File: config.mk
export PLATFORM = sky130hd
export DESIGN_NAME = cpu_datapath
export DESIGN_NICKNAME = d
export VERILOG_FILES = /design/src/lc3b_pkg.sv /design/src/cpu_datapath.sv /design/src/execution_module.sv /design/src/instruction_decode.sv /design/src/instruction_fetch.sv /design/src/memory_module.sv
export SDC_FILE = /design/constraint.sdc
export NUM_CORES = 1
export LEC_CHECK = 0
export ABC_AREA = 1
export BUFFER_PORTS_ARGS = -buffer_cell sky130_fd_sc_hd__clkbuf_2
export CORE_UTILIZATION = 54
export DETAILED_ROUTE_END_ITERATION = 16
export GPL_TIMING_DRIVEN = 0
export PLACE_DENSITY = 0.82
export SYNTH_ARGS = -nofsm -noshare
export SYNTH_HDL_FRONTEND = slang
export SYNTH_SLANG_ARGS = --single-unit
File: constraint.sdc
create_clock -name clk -period 2.4 [get_ports clk]
set_input_delay 0.24 -clock clk [delete_from_list [all_inputs] [get_ports clk]]
set_output_delay 0.24 -clock clk [all_outputs]
set_load 0.02 [all_outputs]
File: src/lc3b_pkg.sv
package lc3b_pkg;

	typedef logic [15:0] lc3b_word;
	typedef logic [2:0]  lc3b_reg;
	typedef logic [3:0]  lc3b_opcode;
	typedef logic [2:0]  lc3b_nzp;    // Negative, zero, positive
	typedef logic [15:0] lc3b_cw;     // Control word carried down the pipe

	localparam lc3b_opcode op_br  = 4'b0000;
	localparam lc3b_opcode op_add = 4'b0001;
	localparam lc3b_opcode op_and = 4'b0101;
	localparam lc3b_opcode op_ldr = 4'b0110;
	localparam lc3b_opcode op_str = 4'b0111;
	localparam lc3b_opcode op_not = 4'b1001;

	// BR with nzp = 000, never taken
	localparam lc3b_word nop_word = 16'h0000;

	typedef enum logic [1:0] {
		alu_add  = 2'd0,
		alu_and  = 2'd1,
		alu_not  = 2'd2,
		alu_pass = 2'd3
	} alu_op_t;

	typedef enum logic {
		wb_alu = 1'b0,
		wb_mdr = 1'b1
	} wb_sel_t;

	// Control word bit layout
	localparam int cw_load_regfile = 0;
	localparam int cw_mem_read     = 1;
	localparam int cw_mem_write    = 2;
	localparam int cw_branch       = 3;
	localparam int cw_imm          = 4;  // Second operand is imm5
	localparam int cw_alu_lsb      = 5;
	localparam int cw_alu_msb      = 6;
	localparam int cw_wb_sel       = 7;  // Holds a wb_sel_t

endpackage : lc3b_pkg

File: src/cpu_datapath.sv
`timescale 1ns/1ps

module cpu_datapath import lc3b_pkg::*; (
	input  logic     clk,
	input  logic     rst,
	input  lc3b_word mem_rdata1,
	input  lc3b_word mem_rdata2,
	output lc3b_word mem_address1,
	output logic     mem_read1,
	output lc3b_word mem_address2,
	output lc3b_word mem_wdata2,
	output logic     mem_read2,
	output logic     mem_write2
);

	lc3b_word if_ir, if_pc;                             // IF/ID
	lc3b_word id_ir, id_pc, id_sr1, id_sr2;             // ID/EX
	lc3b_cw   id_cw;
	lc3b_word ex_ir, ex_alu, ex_sr2;                    // EX/MEM
	lc3b_cw   ex_cw;
	logic     br_taken;                                 // EX back to IF/ID
	lc3b_word br_target;
	logic     wb_load;                                  // Register write port
	lc3b_reg  wb_dest;
	lc3b_word wb_data;
	lc3b_nzp  nzp;

	instruction_fetch if_logic (
		.clk          (clk),
		.rst          (rst),
		.br_taken     (br_taken),
		.br_target    (br_target),
		.mem_rdata1   (mem_rdata1),
		.mem_address1 (mem_address1),
		.mem_read1    (mem_read1),
		.if_ir        (if_ir),
		.if_pc        (if_pc)
	);

	instruction_decode id_logic (
		.clk      (clk),
		.rst      (rst),
		.br_taken (br_taken),
		.if_ir    (if_ir),
		.if_pc    (if_pc),
		.wb_load  (wb_load),
		.wb_dest  (wb_dest),
		.wb_data  (wb_data),
		.id_ir    (id_ir),
		.id_pc    (id_pc),
		.id_cw    (id_cw),
		.id_sr1   (id_sr1),
		.id_sr2   (id_sr2)
	);

	execution_module ex_module (
		.clk       (clk),
		.rst       (rst),
		.id_ir     (id_ir),
		.id_pc     (id_pc),
		.id_cw     (id_cw),
		.id_sr1    (id_sr1),
		.id_sr2    (id_sr2),
		.nzp       (nzp),
		.br_taken  (br_taken),
		.br_target (br_target),
		.ex_ir     (ex_ir),
		.ex_cw     (ex_cw),
		.ex_alu    (ex_alu),
		.ex_sr2    (ex_sr2)
	);

	memory_module mem_module (
		.clk          (clk),
		.rst          (rst),
		.ex_ir        (ex_ir),
		.ex_cw        (ex_cw),
		.ex_alu       (ex_alu),
		.ex_sr2       (ex_sr2),
		.mem_rdata2   (mem_rdata2),
		.mem_address2 (mem_address2),
		.mem_wdata2   (mem_wdata2),
		.mem_read2    (mem_read2),
		.mem_write2   (mem_write2),
		.wb_load      (wb_load),
		.wb_dest      (wb_dest),
		.wb_data      (wb_data),
		.nzp          (nzp)
	);

endmodule : cpu_datapath

File: src/execution_module.sv
`timescale 1ns/1ps

module execution_module import lc3b_pkg::*; (
	input  logic     clk,
	input  logic     rst,
	input  lc3b_word id_ir,
	input  lc3b_word id_pc,
	input  lc3b_cw   id_cw,
	input  lc3b_word id_sr1,
	input  lc3b_word id_sr2,
	input  lc3b_nzp  nzp,
	output logic     br_taken,
	output lc3b_word br_target,
	output lc3b_word ex_ir,
	output lc3b_cw   ex_cw,
	output lc3b_word ex_alu,
	output lc3b_word ex_sr2
);

	lc3b_word imm5;
	lc3b_word off6;
	lc3b_word off9;
	lc3b_word alu_b;
	lc3b_word alu_out;
	alu_op_t  alu_op;

	assign imm5 = {{11{id_ir[4]}}, id_ir[4:0]};
	assign off6 = {{9{id_ir[5]}}, id_ir[5:0], 1'b0};  // Word offset to bytes
	assign off9 = {{6{id_ir[8]}}, id_ir[8:0], 1'b0};

	assign alu_op = alu_op_t'(id_cw[cw_alu_msb:cw_alu_lsb]);

	always_comb begin
		if (id_cw[cw_imm])
			alu_b = imm5;
		else if (id_cw[cw_mem_read] || id_cw[cw_mem_write])
			alu_b = off6;
		else
			alu_b = id_sr2;
	end

	always_comb begin
		case (alu_op)
			alu_add: alu_out = id_sr1 + alu_b;
			alu_and: alu_out = id_sr1 & alu_b;
			alu_not: alu_out = ~id_sr1;
			default: alu_out = alu_b;  // alu_pass
		endcase
	end

	// id_pc already points past the branch
	assign br_target = id_pc + off9;
	assign br_taken  = id_cw[cw_branch] & (|(id_ir[11:9] & nzp));

	// EX/MEM register
	always_ff @(posedge clk) begin
		if (rst) begin
			ex_ir  <= nop_word;
			ex_cw  <= '0;
			ex_alu <= '0;
			ex_sr2 <= '0;
		end else begin
			ex_ir  <= id_ir;
			ex_cw  <= id_cw;
			ex_alu <= alu_out;
			ex_sr2 <= id_sr2;  // Store data for STR
		end
	end

endmodule : execution_module

File: src/instruction_decode.sv
`timescale 1ns/1ps

module instruction_decode import lc3b_pkg::*; (
	input  logic     clk,
	input  logic     rst,
	input  logic     br_taken,
	input  lc3b_word if_ir,
	input  lc3b_word if_pc,
	input  logic     wb_load,
	input  lc3b_reg  wb_dest,
	input  lc3b_word wb_data,
	output lc3b_word id_ir,
	output lc3b_word id_pc,
	output lc3b_cw   id_cw,
	output lc3b_word id_sr1,
	output lc3b_word id_sr2
);

	lc3b_word   regs [8];
	lc3b_opcode opcode;
	lc3b_reg    sr1_idx;
	lc3b_reg    sr2_idx;
	lc3b_word   sr1_val;
	lc3b_word   sr2_val;
	lc3b_cw     cw;

	assign opcode  = if_ir[15:12];
	assign sr1_idx = if_ir[8:6];  // Also BaseR for LDR/STR
	assign sr2_idx = (opcode == op_str) ? if_ir[11:9] : if_ir[2:0];

	// Write-through so a decode in the WB cycle sees the new value
	assign sr1_val = (wb_load && wb_dest == sr1_idx) ? wb_data : regs[sr1_idx];
	assign sr2_val = (wb_load && wb_dest == sr2_idx) ? wb_data : regs[sr2_idx];

	always_ff @(posedge clk) begin
		if (rst) begin
			for (int i = 0; i < 8; i++) begin
				regs[i] <= '0;
			end
		end else if (wb_load) begin
			regs[wb_dest] <= wb_data;
		end
	end

	// Control word from the opcode
	always_comb begin
		cw = '0;
		case (opcode)
			op_add: begin
				cw[cw_load_regfile]           = 1'b1;
				cw[cw_imm]                    = if_ir[5];
				cw[cw_alu_msb:cw_alu_lsb]     = alu_add;
			end
			op_and: begin
				cw[cw_load_regfile]           = 1'b1;
				cw[cw_imm]                    = if_ir[5];
				cw[cw_alu_msb:cw_alu_lsb]     = alu_and;
			end
			op_not: begin
				cw[cw_load_regfile]           = 1'b1;
				cw[cw_alu_msb:cw_alu_lsb]     = alu_not;
			end
			op_ldr: begin
				cw[cw_load_regfile]           = 1'b1;
				cw[cw_mem_read]               = 1'b1;
				cw[cw_alu_msb:cw_alu_lsb]     = alu_add;  // Base + offset6
				cw[cw_wb_sel]                 = wb_mdr;
			end
			op_str: begin
				cw[cw_mem_write]              = 1'b1;
				cw[cw_alu_msb:cw_alu_lsb]     = alu_add;
			end
			op_br: begin
				cw[cw_branch]                 = |if_ir[11:9];  // nzp = 000 stays all zero
			end
			default: cw = '0;  // Unsupported opcodes act as NOPs
		endcase
	end

	// ID/EX register
	always_ff @(posedge clk) begin
		if (rst) begin
			id_ir  <= nop_word;
			id_pc  <= '0;
			id_cw  <= '0;
			id_sr1 <= '0;
			id_sr2 <= '0;
		end else begin
			id_ir  <= br_taken ? nop_word : if_ir;
			id_cw  <= br_taken ? '0 : cw;
			id_pc  <= if_pc;
			id_sr1 <= sr1_val;
			id_sr2 <= sr2_val;
		end
	end

endmodule : instruction_decode

File: src/instruction_fetch.sv
`timescale 1ns/1ps

module instruction_fetch import lc3b_pkg::*; (
	input  logic     clk,
	input  logic     rst,
	input  logic     br_taken,
	input  lc3b_word br_target,
	input  lc3b_word mem_rdata1,
	output lc3b_word mem_address1,
	output logic     mem_read1,
	output lc3b_word if_ir,
	output lc3b_word if_pc
);

	lc3b_word pc;
	lc3b_word pc_plus2;
	lc3b_word next_pc;

	assign pc_plus2     = pc + 16'd2;
	assign next_pc      = br_taken ? br_target : pc_plus2;  // Redirect wins over sequential
	assign mem_address1 = pc;
	assign mem_read1    = ~rst;  // Fetch every cycle once running

	always_ff @(posedge clk) begin
		if (rst) begin
			pc <= '0;
		end else begin
			pc <= next_pc;
		end
	end

	// IF/ID register
	always_ff @(posedge clk) begin
		if (rst) begin
			if_ir <= nop_word;
			if_pc <= '0;
		end else begin
			if_ir <= br_taken ? nop_word : mem_rdata1;  // Squash wrong-path fetch
			if_pc <= pc_plus2;
		end
	end

endmodule : instruction_fetch

File: src/memory_module.sv
`timescale 1ns/1ps

module memory_module import lc3b_pkg::*; (
	input  logic     clk,
	input  logic     rst,
	input  lc3b_word ex_ir,
	input  lc3b_cw   ex_cw,
	input  lc3b_word ex_alu,
	input  lc3b_word ex_sr2,
	input  lc3b_word mem_rdata2,
	output lc3b_word mem_address2,
	output lc3b_word mem_wdata2,
	output logic     mem_read2,
	output logic     mem_write2,
	output logic     wb_load,
	output lc3b_reg  wb_dest,
	output lc3b_word wb_data,
	output lc3b_nzp  nzp
);

	wb_sel_t  wb_sel;
	lc3b_word wb_value;

	// Data port driven straight from EX/MEM
	assign mem_address2 = ex_alu;
	assign mem_wdata2   = ex_sr2;
	assign mem_read2    = ex_cw[cw_mem_read];
	assign mem_write2   = ex_cw[cw_mem_write];

	assign wb_sel   = wb_sel_t'(ex_cw[cw_wb_sel]);
	assign wb_value = (wb_sel == wb_mdr) ? mem_rdata2 : ex_alu;

	// MEM/WB register
	always_ff @(posedge clk) begin
		if (rst) begin
			wb_load <= 1'b0;
			wb_dest <= '0;
			wb_data <= '0;
		end else begin
			wb_load <= ex_cw[cw_load_regfile];
			wb_dest <= ex_ir[11:9];  // DR field
			wb_data <= wb_value;
		end
	end

	// Condition codes follow the value written back
	always_ff @(posedge clk) begin
		if (rst)
			nzp <= 3'b010;
		else if (wb_load)
			nzp <= {wb_data[15], wb_data == '0, !wb_data[15] && wb_data != '0};
	end

endmodule : memory_module

== Word level (Yosys, flattened, before mapping) ==
Memory sizes are Yosys's and may differ from the RTL's. A register that Yosys moved wholly into a read port is not among the register bits.
Cells that the tools add are included.

* Output and inout bits: 51
* RAM bits: 128
* Bits in registers: 159
* Logic and storage cells: 67
* Input port bits: 34
* Memories: 1

* Muxes and demuxes: 18
* Bitwise operators: 7
* Equality and inequality tests: 7
* Reductions and logical operators: 15
* Add/sub/neg operators: 3

{| class="wikitable"
|+ Memory list
! name !! words !! bits a word !! rd ports !! clocked after memory_dff !! write ports !! line !! text
|-
| id_logic.regs || 8 || 16 || 2 || 2 || 8 || instruction_decode.sv:19 || <nowiki>lc3b_word regs [8];</nowiki>
|}

{| class="wikitable"
|+ Operators by type and width
! kind !! number
|-
| $mux 16 || 5
|-
| $pmux 16 s3 || 1
|-
| $add 16x16->16 || 2
|-
| $add 16x2->16 const B || 1
|-
| $and 16x16->16 || 1
|-
| $logic_not 16->1 || 1
|-
| $not 16->16 || 1
|-
| $reduce_bool 16->1 || 1
|-
| $reduce_or 16->1 || 1
|-
| $eq 4x3->1 const B || 3
|-
| $reduce_or 3->1 || 4
|-
| $mux 1 || 9
|-
| $mux 3 || 2
|-
| $eq 4x1->1 const B || 1
|-
| $eq 4x4->1 const B || 1
|-
| $logic_not 4->1 || 1
|-
| $pmux 2 s2 || 1
|-
| $reduce_or 2->1 || 2
|-
| $reduce_or 4->1 || 1
|-
| $and 3x3->3 || 1
|-
| $not 1->1 || 3
|-
| $eq 2x1->1 const B || 1
|-
| $eq 2x2->1 const B || 1
|-
| $logic_not 2->1 || 1
|-
| other kinds (4) || 4
|}

== Logic depth before layout (Yosys ltp) ==
* Word-level depth: 5
* Gate-level depth with buffers: 16
* Mapped depth without buffers: 16

== Modules after synthesis ==
From an unflattened synthesis, not the netlist that was laid out.

* Cell total of the unflattened synthesis: 2142
* Area, all modules: 16528.4 um^2

{| class="wikitable"
|+ Modules (own cells, without submodules)
! module !! sequential area each (um^2) !! cells each !! area an instance (um^2) !! times used
|-
| instruction_decode || 5265.0 || 1173 || 9582.9 || 1
|-
| execution_module || 1281.2 || 590 || 3948.8 || 1
|-
| instruction_fetch || 960.9 || 236 || 1819.2 || 1
|-
| memory_module || 460.4 || 143 || 1177.4 || 1
|}

== Worst setup path after synthesis ==
No wires, ideal clock.

* Path kind: reg-to-reg
* Start point: register id_logic.id_cw[4]
* End point: register ex_module.ex_alu[6]
* Arrival: 2126 ps
* Slack: 155 ps
* Stages on the path, launching flop included: 14
* Path through: dfxtp_1 > clkbuf_1 > inv_1 > nand2_1 > o22ai_1 > ha_1 > fa_1 > nand2_1 > nand3_1 > nand3_1 > nand2_1 > or2_2 > nand3_1 > a21oi_1

* Cells in the longest elaborated chain, start to end: 3
* Elaborated cells on any way between the ends: 4

{| class="wikitable"
|+ Ends and longest elaborated chain
! item !! line !! text
|-
| from (decl) || instruction_decode.sv:14 || <nowiki>output lc3b_cw id_cw,</nowiki>
|-
| from (signal assigned) || instruction_decode.sv:90 || <nowiki>id_cw <= br_taken ? '0 : cw;</nowiki>
|-
| $mux 16 * || execution_module.sv:34 || <nowiki>if (id_cw[cw_imm])</nowiki>
|-
| $add 16x16->16 / $and 16x16->16 (equally long branches) || execution_module.sv:44, execution_module.sv:45 ||
|-
| $pmux 16 s3 * || execution_module.sv:43 || <nowiki>case (alu_op)</nowiki>
|-
| to (signal assigned) || execution_module.sv:65 || <nowiki>ex_alu <= alu_out;</nowiki>
|-
| to (decl) || execution_module.sv:16 || <nowiki>output lc3b_word ex_alu,</nowiki>
|}

Mark *: on every way between the ends. The rest lies on a longest branch, timed or not.
A chain may end at the register's enable or synchronous reset.

== Worst setup path after layout ==
* Start point: register id_logic.id_cw[2]
* End point: register ex_module.ex_alu[13]

* Cells in the longest elaborated chain, start to end: 5
* Elaborated cells on any way between the ends: 6

{| class="wikitable"
|+ Ends and longest elaborated chain
! item !! line !! text
|-
| $logic_or 1x1->1 * || execution_module.sv:36 || <nowiki>else if (id_cw[cw_mem_read] || id_cw[cw_mem_write])</nowiki>
|-
| $mux 16 * || execution_module.sv:36 ||
|-
| $mux 16 * || execution_module.sv:34 ||
|-
| $add 16x16->16 / $and 16x16->16 (equally long branches) || execution_module.sv:44, execution_module.sv:45 ||
|-
| $pmux 16 s3 * || execution_module.sv:43 ||
|}

Marked as above.

==> qor.yml <==
status: "finished with violations"
violations: "setup timing"
hold_viol: 0
fin_skew_ns: 0.0208
tns_ns: -0.00386
gp_congestion: 0.937
antenna_found_initial: 0
worst_pin_slew_ns: 0.786
synth_seq_cells: 304
drtIter0Drc: 1711
fmax_ghz: 0.416
fp.dieH_um: 168
cp-start-kind: "flip-flop"
synth-xor-area-share: 0.00881
die_w_um: 168
portBuffers: 83
worst_ep_arrival_time_ns: 2.84
clk_path_buf_depth: 3
met1_usage: 0.422
crit_path_start: "id_logic.id_cw[2]$_SDFF_PP0_"
drive_gt1_frac: 0.135
fin_ws_ns: -0.00386
maxSlewHeadroom: 0.476
start_util: 0.552
drc: 0
grt_max_degree: 17
dp_hpwl_um: 33800
io_pins: 85
path_clk_slew_ns: 0.06
multiInputGateArea_mm2: 0.00666
rsz0062_at_grt: "true"
synth_compound_area_frac: 0.113
core_mm2: 0.0270
path_max_fanout: 5
drv_slew: 0
netlist-cell-type-count: 49
gr-usage-met3: 0.0559
seqCellArea_mm2: 0.00738
reg2reg_from: "id_logic.id_cw[2]$_SDFF_PP0_"
numCtsBuffers: 34
peakVddDrop_v: 0.000414
post-route-period-util: 1.00
syn_area_mm2: 0.0149
final_util: 0.653
avgRoutedWirePerCell_um: 18.7
dr.pass1.iters: 8
yosys.area_share.adder: 0.0304
grt_pass1_vias: 13300
p_leak_nw: 7.68
synthSimpleGateAreaFrac: 0.266
worstSetupPathType: "flip-flop to flip-flop"
final_nets: 2171
synth_edf_count: 128
drt.antenna.violating_nets: 0
synth_top_family_by_area: "simple AND/OR/NAND/NOR gates"
drv_cap: 0
htreeDepth: 2
root_buffer: "clkbuf_16"
busiest_layer: "met2"
synth-main-ff-cell: "dfxtp_1"
avgSynthCellArea_um2: 7.67
fin_area_mm2: 0.0176
syn_nets: 2014
dieArea_mm2: 0.0283
critPathCaptureType: "flip-flop"
async_reset_ff_frac: 0
clk_latency_ns: 0.53
cts_sinks: 304
finalSetupViolations: 1
routed_via_density: 5.77
cts_tree: "done"
track_usage: 0.319
ys_warn_count: 0
ys_seq_area_frac: 0.494
grt_overflow: 0
required_ns: 2.84
hp-class: "primary input to flip-flop"
finalWirelength_um: 46000
place_area_mm2: 0.0158
diodes: 0
use_met2: 0.523
area_growth_syn_to_layout_pct: 18.3
num_vias: 14200
syn_inst: 1945
rows: 60
min_from: "mem_rdata2[6]"
power_density_mw_per_mm2: 703
grt_pass1_wl_um: 70700
finalPower_mw: 12.4
fillCellCount: 2255
period_needed_ns: 2.40
synth_mux_area_frac: 0
worst paths after layout:
check                                     endpoint  cells past startpoint  slack (ns)
setup / recovery   ex_module.ex_alu[13]$_SDFF_PP0_                     16      -0.004
hold / removal    mem_module.wb_data[6]$_SDFF_PP0_                      3        0.02
setup reg to reg   ex_module.ex_alu[13]$_SDFF_PP0_                     16      -0.004
hold reg to reg   mem_module.wb_dest[1]$_SDFF_PP0_                      2        0.40
critical path, cell delays in order (launching register included):
cell	delay (ns)
dfxtp_4	0.37
nor2_4	0.06
buf_6	0.12
o31ai_4	0.30
buf_6	0.16
clkbuf_16	0.15
a21oi_4	0.05
ha_4	0.28
nand2_4	0.11
inv_2	0.05
nand2_2	0.07
nand3_2	0.07
a21oi_2	0.13
nand2_1	0.07
nand2_1	0.07
nand3_2	0.08
a21oi_2	0.18
cell usage after synthesis, drive strengths merged (2+ instances only):
cell / instances / area [µm²]
nor4: 4 / 25.0
clkbuf: 56 / 211
ha: 33 / 413
and2: 2 / 12.5
o31ai: 2 / 20.0
o21a: 2 / 15.0
nand3: 205 / 1060
o21ai: 154 / 771
or2: 5 / 31.3
a31oi: 4 / 25.0
o22ai: 33 / 206
nand3b: 8 / 60.1
a21oi: 108 / 541
a21o: 2 / 15.0
dfxtp: 176 / 3520
edfxtp: 128 / 3840
xor2: 8 / 70.1
clkinv: 8 / 30.0
buf: 31 / 169
inv: 239 / 900
nand4: 8 / 50.1
nand2: 320 / 1230
nor2: 381 / 1460
xnor2: 7 / 61.3
fa: 2 / 40.0
nor3: 7 / 35.0
o211ai: 7 / 52.6
report_power, final:
part | leakage [nW] | total, mW | internal, mW | switching, mW
logic | 4.40 | 1.68 | 0.565 | 1.12
registers | 2.77 | 5.79 | 5.62 | 0.171
clock network | 0.517 | 4.94 | 2.82 | 2.12
total | 7.68 | 12.4 | 9.00 | 3.41
placed cells by master (no fill, tap or decap), drive strengths merged, types with 4 or more instances in the layout:
master / Yosys / routed
nand4: 8 / 8
clkbuf: 56 / 184
inv: 239 / 241
ha: 33 / 33
nand2: 320 / 320
clkinv: 8 / 18
or2: 5 / 5
nand3b: 8 / 8
xor2: 8 / 8
dlygate4sd3: 0 / 27
o211ai: 7 / 7
o22ai: 33 / 33
a31oi: 4 / 4
edfxtp: 128 / 128
nor3: 7 / 7
o21ai: 154 / 154
a21oi: 108 / 108
nor2: 381 / 381
buf: 31 / 42
dfxtp: 176 / 176
nand3: 205 / 205
xnor2: 7 / 7
nor4: 4 / 4
through the flow:
step | setup WS, ns | hold WS [ns] | instances
2_1_floorplan | 0.155 | 0.352 | 1945
3_3_place_gp | -0.311 | 0.390 | 2369
3_5_place_dp | -0.355 | 0.396 | 2369
4_1_cts | -0.00137 | 0.00336 | 2455
5_1_grt | -0.0861 | 0.00945 | 2466
6_report | -0.00386 | 0.0173 | 2466
flip-flops by register name, summed over array words and instances (netlist names), 7 cells and up:
register and cells:
id_logic.id_sr1 16, id_logic.id_cw 7, id_logic.regs 128, ex_module.ex_alu 16
id_logic.id_pc 16, ex_module.ex_sr2 16, if_logic.if_pc 16, if_logic.mem_address1 16
id_logic.id_sr2 16, id_logic.id_ir 12, mem_module.wb_data 16, if_logic.if_ir 16
area by class of cell:
cell class / instances / share of cell area
multi-input combinational: 1307 / 0.378
sequential: 304 / 0.418
clock inverter: 14 / 0.00567
clock buffer: 45 / 0.0540
inverter: 247 / 0.0530
tap: 341 / 0.0242
buffer: 86 / 0.0214
timing repair buffer: 122 / 0.0461
per-layer routing:
metal / share of wire / vias up
li1: - / 6657
met1: 0.40 / 6525
met2: 0.46 / 875
met3: 0.10 / 164
met4: 0.037 / 0
met5: 0 / -
timing repair:
item,CTS,global route
hold endpoints to repair,27,0
cloned,0,1
pin swaps,4,21
resized for setup,21,99
endpoints found under the setup margin,51,96
setup buffers,1,10
hold buffers,27,0
cell families (layout without fill, tap and decap cells):
group	count (synthesis)	count (layout)
fa+ha+maj	35	35
simple gates	941	941
compound gates	316	316
flops	304	304
buf+inv	334	514
xor+xnor	15	15
No activity file was read; power rests on OpenSTA's default activity.
